File: src/hw/dalu_defs.svh
`ifndef DALU_DEFS_SVH
`define DALU_DEFS_SVH

// Width of the X and Y data buses and of every input register.
`define DATA_W 24
// The accumulator holds eight extension bits above two data words.
`define EXT_W 8
`define ACC_W 56

// Register source select. Codes 2 and 3 are reserved.
`define SRC_XDB 2'd0
`define SRC_YDB 2'd1

// Register select for the four input registers.
`define REG_X0 2'd0
`define REG_X1 2'd1
`define REG_Y0 2'd2
`define REG_Y1 2'd3

// Operation codes. Code 3 is reserved.
`define OP_MPY 2'd0
`define OP_MAC 2'd1
`define OP_CLR 2'd2

// Operand pair select for the multiplier.
`define QQ_X0Y0 2'd0
`define QQ_X1Y0 2'd1
`define QQ_X0Y1 2'd2
`define QQ_X1Y1 2'd3

// Limiter output values for positive and negative overflow.
`define LIM_POS 24'h7FFFFF
`define LIM_NEG 24'h800000

`endif

File: src/hw/dalu_pkg.sv
`include "dalu_defs.svh"

package dalu_pkg;

	// The three portions of an accumulator, most significant first.
	// The extension byte holds the guard bits above the data word.
	typedef struct packed {
		logic [`EXT_W-1:0]  ext;
		logic [`DATA_W-1:0] msp;
		logic [`DATA_W-1:0] lsp;
	} acc_parts_t;

	// One accumulator word.
	// The arithmetic reads it as a single signed number.
	// The limiter and the bus readout read it by portion.
	typedef union packed {
		logic signed [`ACC_W-1:0] val;
		acc_parts_t               parts;
	} acc_word_t;

endpackage

File: src/hw/dalu_if.sv
`timescale 1ns/100ps
`include "dalu_defs.svh"

// The four input registers as seen by the multiplier.
interface operand_if;

	logic [`DATA_W-1:0] x0;
	logic [`DATA_W-1:0] x1;
	logic [`DATA_W-1:0] y0;
	logic [`DATA_W-1:0] y1;

	// The register outputs drive the bundle.
	modport src (output x0, x1, y0, y1);
	// The multiplier only reads it.
	modport mac (input x0, x1, y0, y1);

endinterface

// Accumulator contents and the write port into them.
interface acc_if;

	import dalu_pkg::*;

	acc_word_t acc_a;
	acc_word_t acc_b;
	logic      wr_en;
	// Zero writes A and one writes B.
	logic      wr_dst;
	acc_word_t wr_value;

	modport file (output acc_a, acc_b, input wr_en, wr_dst, wr_value);
	modport mac (input acc_a, acc_b, output wr_en, wr_dst, wr_value);

endinterface

File: src/hw/xy_reg.sv
`timescale 1ns/100ps
`include "dalu_defs.svh"

module xy_reg (
	input  logic              Clk,
	input  logic              reset,
	input  logic [`DATA_W-1:0] xdb,
	input  logic [`DATA_W-1:0] ydb,
	input  logic [1:0]        in_ctl,
	input  logic              write,
	output logic [`DATA_W-1:0] q
);

	logic [`DATA_W-1:0] mux_out;

	// Pick the source bus for the next load.
	// A reserved code feeds the current value back, so a stray write changes nothing.
	always_comb
	begin
		case (in_ctl)
			`SRC_XDB: mux_out = xdb;
			`SRC_YDB: mux_out = ydb;
			default:  mux_out = q;
		endcase
	end

	// The register loads only while the write strobe is high.
	always_ff @(posedge Clk or posedge reset)
	begin
		if (reset)
			q <= '0;
		else if (write)
			q <= mux_out;
	end

	// A write must name one of the two data buses.
	a_src_legal: assert property (@(posedge Clk) disable iff (reset)
		write |-> (in_ctl == `SRC_XDB || in_ctl == `SRC_YDB))
		else $error("xy_reg: write with reserved source code %0d", in_ctl);

endmodule

File: src/hw/mac_unit.sv
`timescale 1ns/100ps
`include "dalu_defs.svh"

module mac_unit (
	input  logic       Clk,
	input  logic       reset,
	input  logic       op_valid,
	input  logic [1:0] op_code,
	input  logic [1:0] op_qq,
	input  logic       op_neg,
	input  logic       op_dst,
	operand_if.mac     opnd,
	acc_if.mac         acc
);

	import dalu_pkg::*;

	logic        [`DATA_W-1:0]   mul_a;
	logic        [`DATA_W-1:0]   mul_b;
	logic signed [2*`DATA_W-1:0] prod_full;
	logic signed [2*`DATA_W-1:0] prod_frac;

	logic                     s1_valid;
	logic [1:0]               s1_code;
	logic                     s1_neg;
	logic                     s1_dst;
	logic signed [`ACC_W-1:0] s1_prod;

	logic                     s2_valid;
	logic [1:0]               s2_code;
	logic                     s2_neg;
	logic                     s2_dst;
	logic signed [`ACC_W-1:0] s2_prod;

	acc_word_t                acc_old;
	acc_word_t                result;
	logic signed [`ACC_W-1:0] addend;

	// Operand pair for the multiplier, taken from the registers in the strobe cycle.
	always_comb
	begin
		case (op_qq)
			`QQ_X0Y0: {mul_a, mul_b} = {opnd.x0, opnd.y0};
			`QQ_X1Y0: {mul_a, mul_b} = {opnd.x1, opnd.y0};
			`QQ_X0Y1: {mul_a, mul_b} = {opnd.x0, opnd.y1};
			default:  {mul_a, mul_b} = {opnd.x1, opnd.y1};
		endcase
	end

	// Both operands are signed fractions, so the product is shifted left once.
	// The shift drops the redundant sign bit and keeps 48 bits.
	assign prod_full = $signed(mul_a) * $signed(mul_b);
	assign prod_frac = prod_full <<< 1;

	// Control state of both stages.
	always_ff @(posedge Clk or posedge reset)
	begin
		if (reset)
		begin
			s1_valid <= 1'b0;
			s1_code  <= `OP_MPY;
			s1_neg   <= 1'b0;
			s1_dst   <= 1'b0;
			s2_valid <= 1'b0;
			s2_code  <= `OP_MPY;
			s2_neg   <= 1'b0;
			s2_dst   <= 1'b0;
		end
		else
		begin
			s1_valid <= op_valid;
			s1_code  <= op_code;
			s1_neg   <= op_neg;
			s1_dst   <= op_dst;
			s2_valid <= s1_valid;
			s2_code  <= s1_code;
			s2_neg   <= s1_neg;
			s2_dst   <= s1_dst;
		end
	end

	// Product payload, sign-extended into the guard bits.
	always_ff @(posedge Clk or posedge reset)
	begin
		if (reset)
		begin
			s1_prod <= '0;
			s2_prod <= '0;
		end
		else
		begin
			s1_prod <= {{`EXT_W{prod_frac[2*`DATA_W-1]}}, prod_frac};
			s2_prod <= s1_prod;
		end
	end

	// Stage 2 reads the destination in the same cycle that it writes it.
	// An operation one cycle ahead has therefore already landed.
	assign acc_old = s2_dst ? acc.acc_b : acc.acc_a;
	assign addend  = s2_neg ? -s2_prod : s2_prod;

	always_comb
	begin
		result = acc_old;
		case (s2_code)
			`OP_MPY: result.val = addend;
			`OP_MAC: result.val = acc_old.val + addend;
			`OP_CLR: result.val = '0;
			default: result = acc_old;
		endcase
	end

	assign acc.wr_en    = s2_valid;
	assign acc.wr_dst   = s2_dst;
	assign acc.wr_value = result;

	a_op_code_legal: assert property (@(posedge Clk) disable iff (reset)
		op_valid |-> (op_code != 2'd3))
		else $error("mac_unit: reserved operation code");

	// Every accepted operation reaches the accumulators one cycle after stage 1.
	a_write_follows: assert property (@(posedge Clk) disable iff (reset)
		s1_valid |=> acc.wr_en);
	a_write_source: assert property (@(posedge Clk) disable iff (reset)
		acc.wr_en |-> $past(s1_valid));

endmodule

File: src/hw/acc_file.sv
`timescale 1ns/100ps
`include "dalu_defs.svh"

module acc_file (
	input  logic               Clk,
	input  logic               reset,
	acc_if.file                acc,
	input  logic               rd_sel,
	output logic [`DATA_W-1:0] rd_data,
	output logic               rd_limited,
	output dalu_pkg::acc_word_t rd_acc
);

	import dalu_pkg::*;

	// Bounds of a 48-bit signed fraction held in the accumulator.
	localparam logic signed [`ACC_W-1:0] FIT_MAX = (`ACC_W'(1) <<< (2*`DATA_W-1)) - 1;
	localparam logic signed [`ACC_W-1:0] FIT_MIN = -(`ACC_W'(1) <<< (2*`DATA_W-1));

	acc_word_t sel_acc;
	logic      sign_bit;
	logic      ext_used;

	// Accumulators A and B.
	// A write from the multiplier lands at the next rising edge.
	always_ff @(posedge Clk or posedge reset)
	begin
		if (reset)
		begin
			acc.acc_a <= '0;
			acc.acc_b <= '0;
		end
		else if (acc.wr_en)
		begin
			if (acc.wr_dst)
				acc.acc_b <= acc.wr_value;
			else
				acc.acc_a <= acc.wr_value;
		end
	end

	// Readout is combinational from the selected accumulator.
	assign sel_acc = rd_sel ? acc.acc_b : acc.acc_a;
	assign rd_acc  = sel_acc;

	// The value fits the bus only when every extension bit copies the sign of msp.
	assign sign_bit = sel_acc.parts.msp[`DATA_W-1];
	assign ext_used = (sel_acc.parts.ext != {`EXT_W{sign_bit}});

	// On overflow the top bit of ext gives the true sign of the value.
	always_comb
	begin
		if (!ext_used)
			rd_data = sel_acc.parts.msp;
		else if (sel_acc.parts.ext[`EXT_W-1])
			rd_data = `LIM_NEG;
		else
			rd_data = `LIM_POS;
	end

	assign rd_limited = ext_used;

	// The limiter may act only on a value outside the range of a 48-bit fraction.
	a_limit_needs_ext: assert property (@(posedge Clk) disable iff (reset)
		rd_limited |-> (rd_acc.val > FIT_MAX || rd_acc.val < FIT_MIN))
		else $error("acc_file: limiter set while the extension matches the sign");

endmodule

File: src/hw/data_alu.sv
`timescale 1ns/100ps
`include "dalu_defs.svh"

module data_alu (
	input  logic                Clk,
	input  logic                reset,
	input  logic [`DATA_W-1:0]  xdb,
	input  logic [`DATA_W-1:0]  ydb,
	input  logic                reg_write,
	input  logic [1:0]          reg_sel,
	input  logic [1:0]          reg_src,
	input  logic                op_valid,
	input  logic [1:0]          op_code,
	input  logic [1:0]          op_qq,
	input  logic                op_neg,
	input  logic                op_dst,
	input  logic                rd_sel,
	output logic [`DATA_W-1:0]  rd_data,
	output logic                rd_limited,
	output dalu_pkg::acc_word_t rd_acc
);

	// One write enable per input register, indexed by the register code.
	logic [3:0] reg_we;

	operand_if opnd ();
	acc_if     acc ();

	// Only the register named by reg_sel sees the write strobe.
	always_comb
	begin
		reg_we = '0;
		if (reg_write)
			reg_we[reg_sel] = 1'b1;
	end

	// All four registers share the source select and both data buses.
	xy_reg u_x0 (.Clk, .reset, .xdb, .ydb, .in_ctl(reg_src),
		.write(reg_we[`REG_X0]), .q(opnd.x0));
	xy_reg u_x1 (.Clk, .reset, .xdb, .ydb, .in_ctl(reg_src),
		.write(reg_we[`REG_X1]), .q(opnd.x1));
	xy_reg u_y0 (.Clk, .reset, .xdb, .ydb, .in_ctl(reg_src),
		.write(reg_we[`REG_Y0]), .q(opnd.y0));
	xy_reg u_y1 (.Clk, .reset, .xdb, .ydb, .in_ctl(reg_src),
		.write(reg_we[`REG_Y1]), .q(opnd.y1));

	mac_unit u_mac (
		.Clk,
		.reset,
		.op_valid,
		.op_code,
		.op_qq,
		.op_neg,
		.op_dst,
		.opnd (opnd.mac),
		.acc  (acc.mac)
	);

	acc_file u_acc (
		.Clk,
		.reset,
		.acc        (acc.file),
		.rd_sel,
		.rd_data,
		.rd_limited,
		.rd_acc
	);

endmodule

File: config.mk
export PLATFORM = sky130hd
export DESIGN_NAME = data_alu
export DESIGN_NICKNAME = d
export VERILOG_FILES = /design/src/hw/dalu_pkg.sv /design/src/hw/dalu_if.sv /design/src/hw/xy_reg.sv /design/src/hw/mac_unit.sv /design/src/hw/acc_file.sv /design/src/hw/data_alu.sv
export VERILOG_INCLUDE_DIRS = /design/src /design/src/hw
export SDC_FILE = /design/constraint.sdc
export NUM_CORES = 2
export LEC_CHECK = 0
export BUFFER_PORTS_ARGS = -buffer_cell sky130_fd_sc_hd__buf_2
export CAP_MARGIN = 20
export CORE_MARGIN = 5
export CORE_UTILIZATION = 35
export DETAILED_ROUTE_END_ITERATION = 6
export PLACE_DENSITY = 0.56
export SYNTH_ARGS = -nofsm -noshare
export SYNTH_HDL_FRONTEND = slang
export SYNTH_SLANG_ARGS = --single-unit
File: constraint.sdc
create_clock -name Clk -period 16.75 [get_ports Clk]
set_input_delay 0.8375 -clock Clk [delete_from_list [all_inputs] [get_ports Clk]]
set_output_delay 0.8375 -clock Clk [all_outputs]
set_load 0.02 [all_outputs]
Word level (Yosys, flattened, before mapping):

Index checks and enable logic that the tools add are counted.

* register bits: 312
* bits of input ports: 63
* output and inout port bits: 81
* word-level logic and storage cells: 53

* add/sub/neg operators: 2
* multiply operators: 1
* $lt $le $gt $ge: 2
* equality and inequality tests: 6
* muxes and demuxes: 12
* bitwise logic cells: 1
* reductions and logical operators: 13

Operator list (count)
* 56-bit two-way mux: 3
* 56-bit one-hot mux with 3 select lines: 1
* 24-bit two-way mux: 4
* 56-bit adder: 1
* 48-bit negation with 56-bit output: 1
* 24-bit one-hot mux with 2 select lines: 1
* 24-bit by 24-bit multiplier with 47-bit output: 1
* 2-bit AND reduction: 6
* 8-bit != test: 1
* 2-bit by 1-bit equality test with 1-bit output (second input constant): 3
* 2-bit logical NOT: 3
* 2-bit equality test (second input constant): 2
* 4-bit two-way mux: 1
* 2-bit OR reduction: 2
* 2-bit by 3-bit < comparator with 1-bit output (second input constant): 1
* 1-bit demux with 2-bit select: 1
* 2-bit by 1-bit >= comparator with 1-bit output (second input constant): 1
* 2-bit nonzero test: 1
* 1-bit logical AND: 1
* 1-bit two-way mux: 1
* 1-bit inverter: 1

Longest topological paths before layout:

* depth in word-level cells: 6
* mapped depth: 30
* depth with buffers taken out: 27

Modules after synthesis:

Synthesis repeated with hierarchy kept, for this count alone.

* cells, all modules: 4008
* area, all modules: 40332.4 um^2

Modules (own cells, without submodules)
* mac_unit: instances 1, cells an instance 3280, area each 29243.0 um^2, seq. area each 2602.5 um^2
* acc_file: instances 1, cells an instance 404, area each 5561.6 um^2, seq. area each 2802.7 um^2
* xy_reg: instances 4, cells an instance 80, area each 1372.6 um^2, seq. area each 600.6 um^2
* data_alu: instances 1, cells an instance 4, area each 37.5 um^2, seq. area each 0.0 um^2

Worst setup path before layout:

OpenSTA, ideal clock, no wires.

* kind: input to register
* from: input op_qq[1]
* to: register u_mac.s1_prod[45]
* setup time: 0.104 ns
* arrival: 8.391 ns
* path slack: 8.255 ns
* stages on the path: 28
* cell sequence: clkbuf_1 -> clkbuf_1 -> mux2i_1 -> clkbuf_1 -> nor2_1 -> fa_1 -> inv_1 -> fa_1 -> fa_1 -> inv_1 -> fa_1 -> inv_1 -> fa_1 -> inv_1 -> fa_1 -> inv_1 -> fa_1 -> inv_1 -> ha_1 -> and3_1 -> a221oi_1 -> o21ai_0 -> or3b_1 -> a41oi_1 -> o311ai_1 -> a31oi_1 -> o21ai_0 -> o311ai_1

* word-level cells in the longest chain between the ends: 4
* elaborated cells between the ends (all ways): 8
* those cells by class: 1 x mul; 2 x eq/ne; 2 x mux; 3 x reduce/logical

Ends and longest elaborated chain
* from (decl): RTL line data_alu.sv:14 `input logic [1:0] op_qq,`
* 2-bit equality test (tied with other cells): RTL line mac_unit.sv:42 `case (op_qq)`
* 2-bit OR reduction (no line)
* 24-bit two-way mux: RTL line mac_unit.sv:42
* 24-bit by 24-bit multiplier with 47-bit output *: RTL line mac_unit.sv:52 `assign prod_full = $signed(mul_a) * $signed(mul_b);`
* named net u_mac.prod_full[44]: RTL line mac_unit.sv:20 `` logic signed [2*`DATA_W-1:0] prod_full; ``
* to (signal assigned): RTL line mac_unit.sv:92 `` s1_prod <= {{`EXT_W{prod_frac[2*`DATA_W-1]}}, prod_frac}; ``
* to (decl): RTL line mac_unit.sv:27 `` logic signed [`ACC_W-1:0] s1_prod; ``

Mark *: on every way through the listed nets, which the timed path passes. The rest lies on a longest branch.
A chain may end at the register's enable or synchronous reset.

Worst setup path in the final report:

* from: input op_qq[0]
* to: register u_mac.s1_prod[45]

The elaborated chain is that of the path after synthesis.

==> metrics <==
status completed; largest net degree at the start of global routing 99; Post-synth EDFFs 0; Yosys warning count 0; drt initial violations 2126; layout cells sized above 1 0.113; Final Cycle Share 0.528; Post-Synth Simple-Gate Area 0.119; CP endpoint kind flop; vias in the first global route 29800; Worst-Skew Late Latency 0.58 ns; Yosys top cell area share 0.316; fin. max-slew vios 0; hold crit path type reg2reg; critical path required time around 17 ns; Clock transition at path regs 0.05 ns; total global-route track usage 0.194; Yosys top cell by area fa_1; CP Max Fanout between 40 and 50; Die Wd approximately 340 microns; Final HPWL DP approximately 87000 microns; initial antenna violation count 0; first-pass GRT wire length about 180000 microns; commonest cells in the netlist 647 x inv_1, 600 x fa_1, 478 x nor2_1, 467 x nand2_1, 312 x dfrtp_1; Final Wtd Congestion 0.931; detailed-route DRC error count 0; top cells by area, synth fa_1 32%, dfrtp_1 21%, inv_1 6.4%; number of port buffers between 100 and 150; Wirelength per Cell 20.0 microns; CTS sink cnt about 310; Final setup viols 0; hold depth 0; Reg2Reg Depth 25; CTS H-Tree Depth 2; FF-to-FF setup slack between 8 and 9 ns; cell count after synthesis 4104; Syn Nets roughly 5000; Worst-Margin Slew roughly 1.2 ns; post-detailed-route count of antenna-violating nets 0; num rows ~120; Vias between 20000 and 30000; most frequent cell after synthesis inv_1; Root Buffer clkbuf_16; Synth Register Bits 312; IO Count between 100 and 150; cts bufs inserted 36; min Tclk post-route a little under 9 ns; post-synthesis mux area share 0.0737; CTS tree done; Avg Inst Size Synth ~9.3 sq um; top_reg_cell synth dfrtp_1; main combinational cell family by area after synthesis adder cells; Die ar. approximately 120000 sq um; final setup TNS 0 ns; unrepaired setup endpoints after global routing no; GRT overflow 0; Synth Area in XOR/XNOR 0.0329; nets@finish 5006; Die Ht approximately 340 microns; Initial DRT Pass Iterations 6; post-synthesis sequential area ratio 0.205; Max Cap Viol 0; post-cts sizing count 0; maximum clock rate about 110 MHz; Async S/R FF share, synth 1.00; Area Growth Syn to Fin 9.23%; Core ar. roughly 110000 sq um; Layout Skew between 0.015 and 0.02 ns; Synth Area in Adders 0.377; drt total wl between 100000 and 150000 microns; crit path DAT a little over 9 ns; post-synthesis compound-gate area fraction 0.109; Mapped Area approximately 38000 sq um; Via density about 5.2; Hold-fix buffers, CTS 0; worst rel slew slack 0.207; Initial Util 0.351; clk buf depth 3; CP Class in2reg; Post CTS Setup Buffer Count 0; Fin. Hold Viols 0; critical path startpoint category input pin; Netlist cell types 80
[flip-flops by register name (all words and copies together), names as in the netlist, 2 cells and up]
signal	flops
u_acc.acc.acc_a	56
u_mac.s1_prod	47
u_mac.s2_code	2
u_y1.q	24
u_mac.s1_code	2
u_y0.q	24
u_acc.acc.acc_b	56
u_mac.s2_prod	47
u_x1.q	24
u_x0.q	24
[kinds of logic after synthesis]
logic type / count (synthesis)
flip-flops: 312
AND/OR/NAND/NOR: 1102
buffers and inverters: 840
AO/OA/AOI/OAI: 661
multiplexers: 259
adder cells (fa/ha/maj): 787
XOR/XNOR: 143
[layout make-up]
type,instances,area (sq um)
Antenna cell,1,2.50
Clock buffer,47,992
Clock inverter,15,159
Fill cell,11100,66800
Inverter,648,2440
Multi-Input combinational cell,2952,27200
Sequential cell,312,7810
Tap cell,1414,1770
Timing Repair Buffer,206,1210
[per-layer routing]
metal  track usage  part of all wire  vias to the layer above
met2         0.297              0.43                     1056
met5             0                 0                        -
met1         0.283              0.46                    14500
li1              -                 -                    13200
met3        0.0402             0.080                      167
met4        0.0434             0.026                        0
[worst max-delay path, stage by stage]
cell,delay [ns]
buf_2,0.08
buf_4,0.58
mux2i_1,0.94
nor2_1,0.27
fa_1,0.60
inv_1,0.05
fa_1,0.50
fa_1,0.55
inv_1,0.05
fa_1,0.41
fa_1,0.49
inv_1,0.05
fa_1,0.49
fa_1,0.49
inv_1,0.04
ha_1,0.36
a21o_1,0.19
a221oi_1,0.26
o21ai_0,0.15
or3b_1,0.37
a41oi_1,0.39
o311ai_1,0.22
a31oi_1,0.40
o21ai_0,0.23
o311ai_1,0.31
[metrics by stage]
stage                     hold slack [ns]  cell area [sq um]   util  worst slack, ns  cells
after floorplan                     0.331              38100      -             7.28   4104
after global placement              0.332              40400  0.372             7.25   5529
after detailed placement            0.335              40400  0.373             7.10   5530
after CTS                           0.319              41500  0.383             7.71   5592
after global routing                0.328              41600  0.383             7.23   5594
final                               0.345              41600  0.384             7.90   5595
[worst paths after layout]
check / from / to
min in group asynchronous: reset / u_acc.acc.acc_b[6]
hold / removal: u_mac.s1_prod[33] / u_mac.s2_prod[33]
setup / recovery: op_qq[0] / u_mac.s1_prod[45]
max in group asynchronous: reset / u_mac.s2_prod[42]
setup reg to reg: u_x1.q[9] / u_mac.s1_prod[45]
hold reg to reg: u_mac.s1_prod[33] / u_mac.s2_prod[33]
[placed cells by master (no fill, tap or decap), types with 6 or more instances in the layout]
cell         n
clkbuf_16   36
ha_1       187
o21a_1      12
buf_4       62
mux2i_1     79
o211ai_1     7
nand2_1    466
xnor2_1    106
o21bai_1    25
xor2_1      37
a221o_1      6
nor4_1       6
a211o_1      6
nand2b_1    18
a211oi_1    36
nand3_1     25
mux2i_2      8
mux2_2     171
o41ai_1      8
inv_1      646
nand4_1     21
and3_1      11
clkbuf_1     6
buf_2      143
and2_1       8
a21oi_1    207
nor2b_1     11
a21o_1      58
o21ai_1     31
nor3_1      18
a22o_1      12
nor2_1     477
fa_1       600
o31ai_1     17
dfrtp_1    310
a32oi_1      6
o21ai_0    150
a31oi_1     21
Power is not shown: default switching activity piles up to over one toggle a cycle in this logic, so the estimate is an artifact.
